==> config.mk <==
export PLATFORM = sky130hd
export DESIGN_NAME = ifetch
export DESIGN_NICKNAME = d
export VERILOG_FILES = /design/src/fetch_pkg.sv /design/src/icache_mem.sv /design/src/icache_ctrl.sv /design/src/fetch_stage.sv /design/src/ifetch.sv
export SDC_FILE = /design/constraint.sdc
export NUM_CORES = 2
export LEC_CHECK = 0
export ABC_AREA = 1
export BUFFER_PORTS_ARGS = -buffer_cell sky130_fd_sc_hd__clkbuf_2
export CORE_UTILIZATION = 35
export CTS_CLUSTER_DIAMETER = 30
export CTS_CLUSTER_SIZE = 30
export DETAILED_ROUTE_END_ITERATION = 10
export PLACE_DENSITY = 0.55
export SLEW_MARGIN = 10
export SYNTH_ARGS = -nofsm -noshare
export SYNTH_HDL_FRONTEND = slang
export SYNTH_SLANG_ARGS = --single-unit
export TNS_END_PERCENT = 10
==> constraint.sdc <==
create_clock -name clock -period 9.1 [get_ports clock]
set_clock_uncertainty 0.1 [all_clocks]
set_input_delay 1.365 -clock clock [delete_from_list [all_inputs] [get_ports clock]]
set_output_delay 1.365 -clock clock [all_outputs]
set_load 0.01 [all_outputs]
==> src/fetch_pkg.sv <==
package fetch_pkg;

  // Memory bus commands
  typedef enum logic [1:0] {
    BUS_NONE  = 2'h0,
    BUS_LOAD  = 2'h1,
    BUS_STORE = 2'h2
  } bus_cmd_t;

  localparam int ADDR_W    = 64;
  localparam int LINE_W    = 64;
  localparam int INST_W    = 32;
  localparam int MEM_TAG_W = 4;  // Tag 0 is no transaction

  // Direct-mapped geometry, 8 byte lines
  localparam int OFS_W     = 3;
  localparam int IDX_W     = 5;
  localparam int NUM_LINES = 1 << IDX_W;
  localparam int TAG_W     = 8;

  // Address field positions
  localparam int IDX_LSB = OFS_W;
  localparam int IDX_MSB = IDX_LSB + IDX_W - 1;  // Bit 7
  localparam int TAG_LSB = IDX_MSB + 1;
  localparam int TAG_MSB = TAG_LSB + TAG_W - 1;  // Bit 15

  // Instruction word select within a line
  localparam int WORD_SEL_BIT = 2;

  typedef logic [MEM_TAG_W-1:0] mem_tag_t;
  typedef logic [IDX_W-1:0]     cache_idx_t;
  typedef logic [TAG_W-1:0]     cache_tag_t;

endpackage

==> src/icache_mem.sv <==
`timescale 1ns/1ns

module icache_mem (
  input  logic                       clock,
  input  logic                       rst_n,
  input  logic                       wr_en,
  input  fetch_pkg::cache_idx_t      wr_idx,
  input  fetch_pkg::cache_tag_t      wr_tag,
  input  logic [fetch_pkg::LINE_W-1:0] wr_data,
  input  fetch_pkg::cache_idx_t      rd_idx,
  input  fetch_pkg::cache_tag_t      rd_tag,
  output logic [fetch_pkg::LINE_W-1:0] rd_data,
  output logic                       rd_hit
);

  logic [fetch_pkg::LINE_W-1:0] data_array [fetch_pkg::NUM_LINES];
  fetch_pkg::cache_tag_t        tag_array  [fetch_pkg::NUM_LINES];
  logic [fetch_pkg::NUM_LINES-1:0] valid_bits;

  // Only the valid bits come out of reset
  always_ff @(posedge clock or negedge rst_n) begin
    if (!rst_n) begin
      valid_bits <= '0;
    end else if (wr_en) begin
      valid_bits[wr_idx] <= 1'b1;
    end
  end

  always_ff @(posedge clock) begin
    if (wr_en) begin
      data_array[wr_idx] <= wr_data;
      tag_array[wr_idx]  <= wr_tag;
    end
  end

  // Combinational read port
  assign rd_data = data_array[rd_idx];
  assign rd_hit  = valid_bits[rd_idx] && (tag_array[rd_idx] == rd_tag);

  // A fill with an X index would corrupt an unknown line
  wr_idx_known: assert property (@(posedge clock) disable iff (!rst_n)
    wr_en |-> !$isunknown(wr_idx))
    else $error("icache_mem: write with unknown index");

endmodule

==> src/icache_ctrl.sv <==
`timescale 1ns/1ns

module icache_ctrl (
  input  logic                          clock,
  input  logic                          rst_n,
  input  logic [fetch_pkg::ADDR_W-1:0]  fetch_addr,
  output logic [fetch_pkg::LINE_W-1:0]  line_data,
  output logic                          line_valid,
  output fetch_pkg::cache_idx_t         rd_idx,
  output fetch_pkg::cache_tag_t         rd_tag,
  input  logic [fetch_pkg::LINE_W-1:0]  rd_data,
  input  logic                          rd_hit,
  output logic                          wr_en,
  output fetch_pkg::cache_idx_t         wr_idx,
  output fetch_pkg::cache_tag_t         wr_tag,
  output logic [fetch_pkg::LINE_W-1:0]  wr_data,
  output fetch_pkg::bus_cmd_t           mem_command,
  output logic [fetch_pkg::ADDR_W-1:0]  mem_addr,
  input  fetch_pkg::mem_tag_t           mem_response,
  input  logic [fetch_pkg::LINE_W-1:0]  mem_data,
  input  fetch_pkg::mem_tag_t           mem_tag
);

  fetch_pkg::mem_tag_t   cur_mem_tag;  // Outstanding transaction, 0 when idle
  fetch_pkg::cache_idx_t last_idx;
  fetch_pkg::cache_tag_t last_tag;
  logic                  outstanding;
  logic                  changed_addr;
  logic                  issue_load;

  assign rd_idx = fetch_addr[fetch_pkg::IDX_MSB:fetch_pkg::IDX_LSB];
  assign rd_tag = fetch_addr[fetch_pkg::TAG_MSB:fetch_pkg::TAG_LSB];

  assign line_data  = rd_data;
  assign line_valid = rd_hit;

  assign outstanding  = (cur_mem_tag != '0);
  assign changed_addr = (rd_idx != last_idx) || (rd_tag != last_tag);

  // New request on a miss unless the same line is already in flight
  assign issue_load = rst_n && !rd_hit && (!outstanding || changed_addr);  // Quiet bus in reset

  assign mem_command = issue_load ? fetch_pkg::BUS_LOAD : fetch_pkg::BUS_NONE;
  assign mem_addr    = {fetch_addr[fetch_pkg::ADDR_W-1:fetch_pkg::OFS_W],
                        {fetch_pkg::OFS_W{1'b0}}};

  // Fill only for the line the tag was issued for
  assign wr_en   = outstanding && !changed_addr && (mem_tag == cur_mem_tag);
  assign wr_idx  = last_idx;
  assign wr_tag  = last_tag;
  assign wr_data = mem_data;

  always_ff @(posedge clock or negedge rst_n) begin
    if (!rst_n) begin
      last_idx <= '0;
      last_tag <= '0;
    end else begin
      last_idx <= rd_idx;
      last_tag <= rd_tag;
    end
  end

  always_ff @(posedge clock or negedge rst_n) begin
    if (!rst_n) begin
      cur_mem_tag <= '0;
    end else if (wr_en) begin
      cur_mem_tag <= '0;
    end else if (issue_load) begin
      cur_mem_tag <= mem_response;  // Zero on a reject, so the load repeats
    end else if (changed_addr) begin
      cur_mem_tag <= '0;  // Drop the stale request
    end
  end

  // Fetch side never writes memory
  no_store: assert property (@(posedge clock) disable iff (!rst_n)
    mem_command != fetch_pkg::BUS_STORE)
    else $error("icache_ctrl: store command on the fetch bus");

  // A fill must belong to a tag memory handed out at an earlier edge
  fill_needs_tag: assert property (@(posedge clock) disable iff (!rst_n)
    wr_en |-> $past(outstanding) || ($past(mem_response) == mem_tag))
    else $error("icache_ctrl: line fill with no outstanding tag");

endmodule

==> src/fetch_stage.sv <==
`timescale 1ns/1ns

module fetch_stage (
  input  logic                          clock,
  input  logic                          rst_n,
  input  logic                          get_next_inst,
  input  logic                          take_branch,
  input  logic [fetch_pkg::ADDR_W-1:0]  branch_target,
  input  logic [fetch_pkg::LINE_W-1:0]  line_data,
  input  logic                          line_valid,
  output logic [fetch_pkg::ADDR_W-1:0]  fetch_addr,
  output logic [fetch_pkg::ADDR_W-1:0]  if_pc,
  output logic [fetch_pkg::ADDR_W-1:0]  if_npc,
  output logic [fetch_pkg::INST_W-1:0]  if_ir,
  output logic                          if_valid
);

  logic [fetch_pkg::ADDR_W-1:0] pc;
  logic [fetch_pkg::ADDR_W-1:0] pc_plus4;

  assign pc_plus4   = pc + fetch_pkg::ADDR_W'(4);
  assign fetch_addr = pc;

  assign if_pc  = pc;
  assign if_npc = pc_plus4;

  // Upper word when bit 2 is set
  assign if_ir = pc[fetch_pkg::WORD_SEL_BIT] ?
                 line_data[fetch_pkg::LINE_W-1:fetch_pkg::INST_W] :
                 line_data[fetch_pkg::INST_W-1:0];

  assign if_valid = line_valid && get_next_inst && !take_branch;

  always_ff @(posedge clock or negedge rst_n) begin
    if (!rst_n) begin
      pc <= '0;
    end else if (take_branch) begin
      pc <= branch_target;  // Redirect wins over advance
    end else if (if_valid) begin
      pc <= pc_plus4;
    end
  end

  // Holds across redirects too, so targets must be aligned
  pc_aligned: assert property (@(posedge clock) disable iff (!rst_n)
    pc[1:0] == 2'b00)
    else $error("fetch_stage: PC not word aligned");

endmodule

==> src/ifetch.sv <==
`timescale 1ns/1ns

module ifetch (
  input  logic                          clock,
  input  logic                          rst_n,
  input  logic                          get_next_inst,
  input  logic                          take_branch,
  input  logic [fetch_pkg::ADDR_W-1:0]  branch_target,
  input  fetch_pkg::mem_tag_t           mem_response,
  input  logic [fetch_pkg::LINE_W-1:0]  mem_data,
  input  fetch_pkg::mem_tag_t           mem_tag,
  output fetch_pkg::bus_cmd_t           mem_command,
  output logic [fetch_pkg::ADDR_W-1:0]  mem_addr,
  output logic [fetch_pkg::ADDR_W-1:0]  if_pc,
  output logic [fetch_pkg::ADDR_W-1:0]  if_npc,
  output logic [fetch_pkg::INST_W-1:0]  if_ir,
  output logic                          if_valid
);

  logic [fetch_pkg::ADDR_W-1:0] fetch_addr;
  logic [fetch_pkg::LINE_W-1:0] line_data;
  logic                         line_valid;

  // Cache array wires
  fetch_pkg::cache_idx_t        rd_idx;
  fetch_pkg::cache_tag_t        rd_tag;
  logic [fetch_pkg::LINE_W-1:0] rd_data;
  logic                         rd_hit;
  logic                         wr_en;
  fetch_pkg::cache_idx_t        wr_idx;
  fetch_pkg::cache_tag_t        wr_tag;
  logic [fetch_pkg::LINE_W-1:0] wr_data;

  fetch_stage fetch_stage_0 (
    .clock         (clock),
    .rst_n         (rst_n),
    .get_next_inst (get_next_inst),
    .take_branch   (take_branch),
    .branch_target (branch_target),
    .line_data     (line_data),
    .line_valid    (line_valid),
    .fetch_addr    (fetch_addr),
    .if_pc         (if_pc),
    .if_npc        (if_npc),
    .if_ir         (if_ir),
    .if_valid      (if_valid)
  );

  icache_ctrl icache_ctrl_0 (
    .clock        (clock),
    .rst_n        (rst_n),
    .fetch_addr   (fetch_addr),
    .line_data    (line_data),
    .line_valid   (line_valid),
    .rd_idx       (rd_idx),
    .rd_tag       (rd_tag),
    .rd_data      (rd_data),
    .rd_hit       (rd_hit),
    .wr_en        (wr_en),
    .wr_idx       (wr_idx),
    .wr_tag       (wr_tag),
    .wr_data      (wr_data),
    .mem_command  (mem_command),
    .mem_addr     (mem_addr),
    .mem_response (mem_response),
    .mem_data     (mem_data),
    .mem_tag      (mem_tag)
  );

  icache_mem icache_mem_0 (
    .clock   (clock),
    .rst_n   (rst_n),
    .wr_en   (wr_en),
    .wr_idx  (wr_idx),
    .wr_tag  (wr_tag),
    .wr_data (wr_data),
    .rd_idx  (rd_idx),
    .rd_tag  (rd_tag),
    .rd_data (rd_data),
    .rd_hit  (rd_hit)
  );

endmodule

==> summary.md <==
• cell count after synthesis: 7678
• end-of-flow core utilization: 0.4264
• slew at the pin closest to its max-slew limit: 1.341 ns
• CTS Root Cell: clkbuf_16
• Layout area overhead: 21.31%
• top library cells by usage in the layout, fill and taps aside: edfxtp_1 (2304), nor2_1 (1201), o21ai_0 (1112), nand2_1 (902), clkbuf_16 (456)
• CP arrival: 5.48 ns
• Die X: 528.7 µm
• CP most frequent cell: inv_6
• number of warnings reported in the yosys synthesis log: 0
• Final Routed Wirelength: 324.1 mm
• headroom to the max-slew limit: 0.1057
• peak supply drop: 181.2 µV
• number of placed instances with taps included: 11270
• latest clock arrival within the worst-skew pair: 0.89 ns
• capture point of the worst reg-to-reg path: fetch_stage_0.fetch_addr[34]$_DFFE_PN0P_
• Max-Cap Viols: 0
• effective utilization at floorplan: 0.3515
• portion of the post-synthesis area used by sequential elements: 0.7416
• leakage dissipation: 0.04033 µW
• last weighted congestion value of the routability-driven placer: 0.8984
• post-route worst setup slack: 2.156 ns
• GRT Residual Overflow: 0
• final number of setup-violating endpoints: 0
• sequential share of power: 0.381
• routed length per instance: 26.75 µm
• startpoint class of the critical path: flop
• Clock Pin Slew Worst Setup and Hold Paths: 0.04 ns
• combinational group share of total power: 0.105
• Hold Fails Final Rpt: 0
• Hold Path Class: reg -> reg
• count of cell types in the netlist: 38
• post-layout min period: 6.944 ns
• number of resized instances in the post-cts repair step: 0
• Final #Nets: 8155
• cells traversed along the worst timing path: inv_6, nand2_1, inv_6, buf_4, a21oi_1, a31oi_1, a32o_1, clkbuf_2
• clk sinks: 2417
• via count of the routed design: 67180
• depth of the most critical reg-to-reg path: 17
• Area after DPL: 102300 µm²
• worst slack, placed: 3.137 ns
• Slowest cell on crit path: inv_6
• number of synthesized flops with an enable pin: 2304
• maximum cell stage delay along the critical path: 0.89 ns
• Final Cell Area: 117800 µm²
• global-route wire length before repair: 462.5 mm
• total number of H-tree levels: 5
• worst r2r src: fetch_stage_0.fetch_addr[5]$_DFFE_PN0P_
• Critical Path Sink: if_ir[10]
• power per cell area: 277.6 nW/µm²
• antenna violations before repair: 36
• number of hold buffers added after cts: 0
• half-perimeter wire length of the detailed placement result: 157.5 mm
• Crit Path Class: reg -> out
• Initial DRC Count: 7568
• DRC violations left: 0
• Synth Register Bits: 2417
• most common cell after layout, fill and taps aside: edfxtp_1
• proportion of synthesized flip-flops having asynchronous set or reset: 0.04675
• Die Span Y: 528.7 µm
• Max Fclk: 0.1440 GHz
• number of buffers added on ports: 362
• clock tree from TritonCTS: yes
• number of buffers on the longest clock path: 4
• Sw Ratio: 0.2570
• die footprint: 279600 µm²
• antenna-violating nets left: 0
• Post-Syn Area per Cell: 12.65 µm²
• kind of end point of the critical path: output port
• total count of max-transition violations in the final report: 0
• I/O pin count: 367
• run status: completed
• internal power summed over all cells: 24300 µW
• layout cells sized above 1: 0.1505
• via density per instance: 5.545
• R2R Setup Slk: 3.36 ns
• final sum of negative setup slack: 0 ns
• Clock power frac: 0.514
• Req. time, crit path: 7.64 ns
• Final Cycle Share: 0.7630
• pin count of the biggest net entering global routing: 245
• GR Util All Layers: 0.2263
• crit path from: fetch_stage_0.fetch_addr[5]$_DFFE_PN0P_
• num rows: 193
• via count of the first global-routing pass: 64760
• buffers inserted by post-CTS timing repair: 0
• area of the placeable core: 276300 µm²
• Netlist Area Pre-Place: 97110 µm²
• highest fanout seen on the critical path: 62
• primary flip-flop cell chosen by synthesis mapping: edfxtp_1
• number of clock buffers inserted by TritonCTS: 451
• post-route non-filler standard cell count: 12120
• number of search-and-repair iterations in the first detailed-routing pass: 7
• switching component of the power: 8403 µW
• RSZ-0062 raised after global routing: no
[metrics by stage]
step           power, µW  hold slack (ns)
2_1_floorplan      14670           0.3276
3_3_place_gp       16010           0.3395
3_5_place_dp       16050           0.3456
4_1_cts            32810           0.3544
5_1_grt            33650           0.3684
6_report           32700           0.3506
[cells in the mapped netlist (4+ instances only)]
library cell  number  area [µm²]
a21oi_1           90       450.4
a31oi_1           29       181.4
a32o_1            29       290.3
buf_1             44       165.2
buf_2             78       390.4
buf_4             73       548.0
buf_6             10       112.6
clkbuf_1         396        1486
dfrtp_1          113        2828
edfxtp_1        2304       69190
inv_1            148       555.5
nand2_1          902        3386
nand3_1          316        1582
nand4_1           71       444.2
nor2_1          1233        4628
nor2_2             4       25.02
nor3_1            23       115.1
nor4_1            10       62.56
o211ai_1          76       570.6
o21ai_0         1112        5565
o21ai_1           10       50.05
o221ai_1         195        1708
o22ai_1          317        1983
or2_2              6       37.54
xnor2_1           17       148.9
xor2_1            54       473.0
[area by class of cell]
type,instances,area [µm²]
Fill cell,25260,158500
Sequential cell,2417,72030
Multi-Input combinational cell,4509,22060
Clock buffer,511,11670
Tap cell,3705,4636
Clock inverter,327,3761
Timing Repair Buffer,481,2983
Inverter,154,635.6
Antenna cell,11,27.53
[worst min path at each step]
stage | slack (ns) | start | depth (start not counted) | endpoint
floorplan | 0.33 | icache_mem_0.valid_bits[10]$_DFFE_PN0P_ | 2 | icache_mem_0.valid_bits[10]$_DFFE_PN0P_
global placement | 0.34 | icache_mem_0.valid_bits[12]$_DFFE_PN0P_ | 2 | icache_mem_0.valid_bits[12]$_DFFE_PN0P_
detailed placement | 0.35 | icache_mem_0.valid_bits[20]$_DFFE_PN0P_ | 2 | icache_mem_0.valid_bits[20]$_DFFE_PN0P_
CTS | 0.35 | icache_mem_0.valid_bits[20]$_DFFE_PN0P_ | 2 | icache_mem_0.valid_bits[20]$_DFFE_PN0P_
global route | 0.37 | icache_mem_0.valid_bits[4]$_DFFE_PN0P_ | 2 | icache_mem_0.valid_bits[4]$_DFFE_PN0P_
finish | 0.35 | icache_mem_0.valid_bits[20]$_DFFE_PN0P_ | 2 | icache_mem_0.valid_bits[20]$_DFFE_PN0P_
[critical path: cells and delay by family (launching register included)]
kind,cells,cell delay (ns)
simple gates,1,0.67
buf+inv,4,2.27
flops,1,0.74
compound gates,3,0.72
[kinds of logic after synthesis]
logic type	count (synthesis)	share of synthesized area
XOR/XNOR	71	0.006404
buffers and inverters	755	0.03381
other	1	0.00003862
flip-flops	2417	0.7416
AND/OR/NAND/NOR	2575	0.1068
AO/OA/AOI/OAI	1858	0.1112
adder cells (fa/ha/maj)	1	0.0001288
[power by group through the flow]
stage / clock network, µW / logic, µW / registers, µW
global placement: 0 / 3360 / 12700
global route: 17500 / 3720 / 12400
detailed placement: 0 / 3390 / 12700
finish: 16800 / 3430 / 12500
CTS: 17000 / 3410 / 12500
floorplan: 0 / 2100 / 12600
[sequential cells by signal, indices dropped and copies added, names as in the netlist]
register                   count
icache_ctrl_0.wr_idx           5
icache_mem_0.data_array     2048
fetch_stage_0.fetch_addr      64
icache_mem_0.valid_bits       32
icache_mem_0.tag_array       256
icache_ctrl_0.wr_tag           8
icache_ctrl_0.cur_mem_tag      4
[layer usage]
layer / vias up / global-route usage / share of wire
li1: 29100 / - / -
met1: 34050 / 0.3042 / 0.41
met2: 3377 / 0.3667 / 0.47
met3: 645 / 0.03711 / 0.085
met4: 14 / 0.08561 / 0.037
met5: - / 0 / 0.00028
Power figures use the tool's default switching activity.
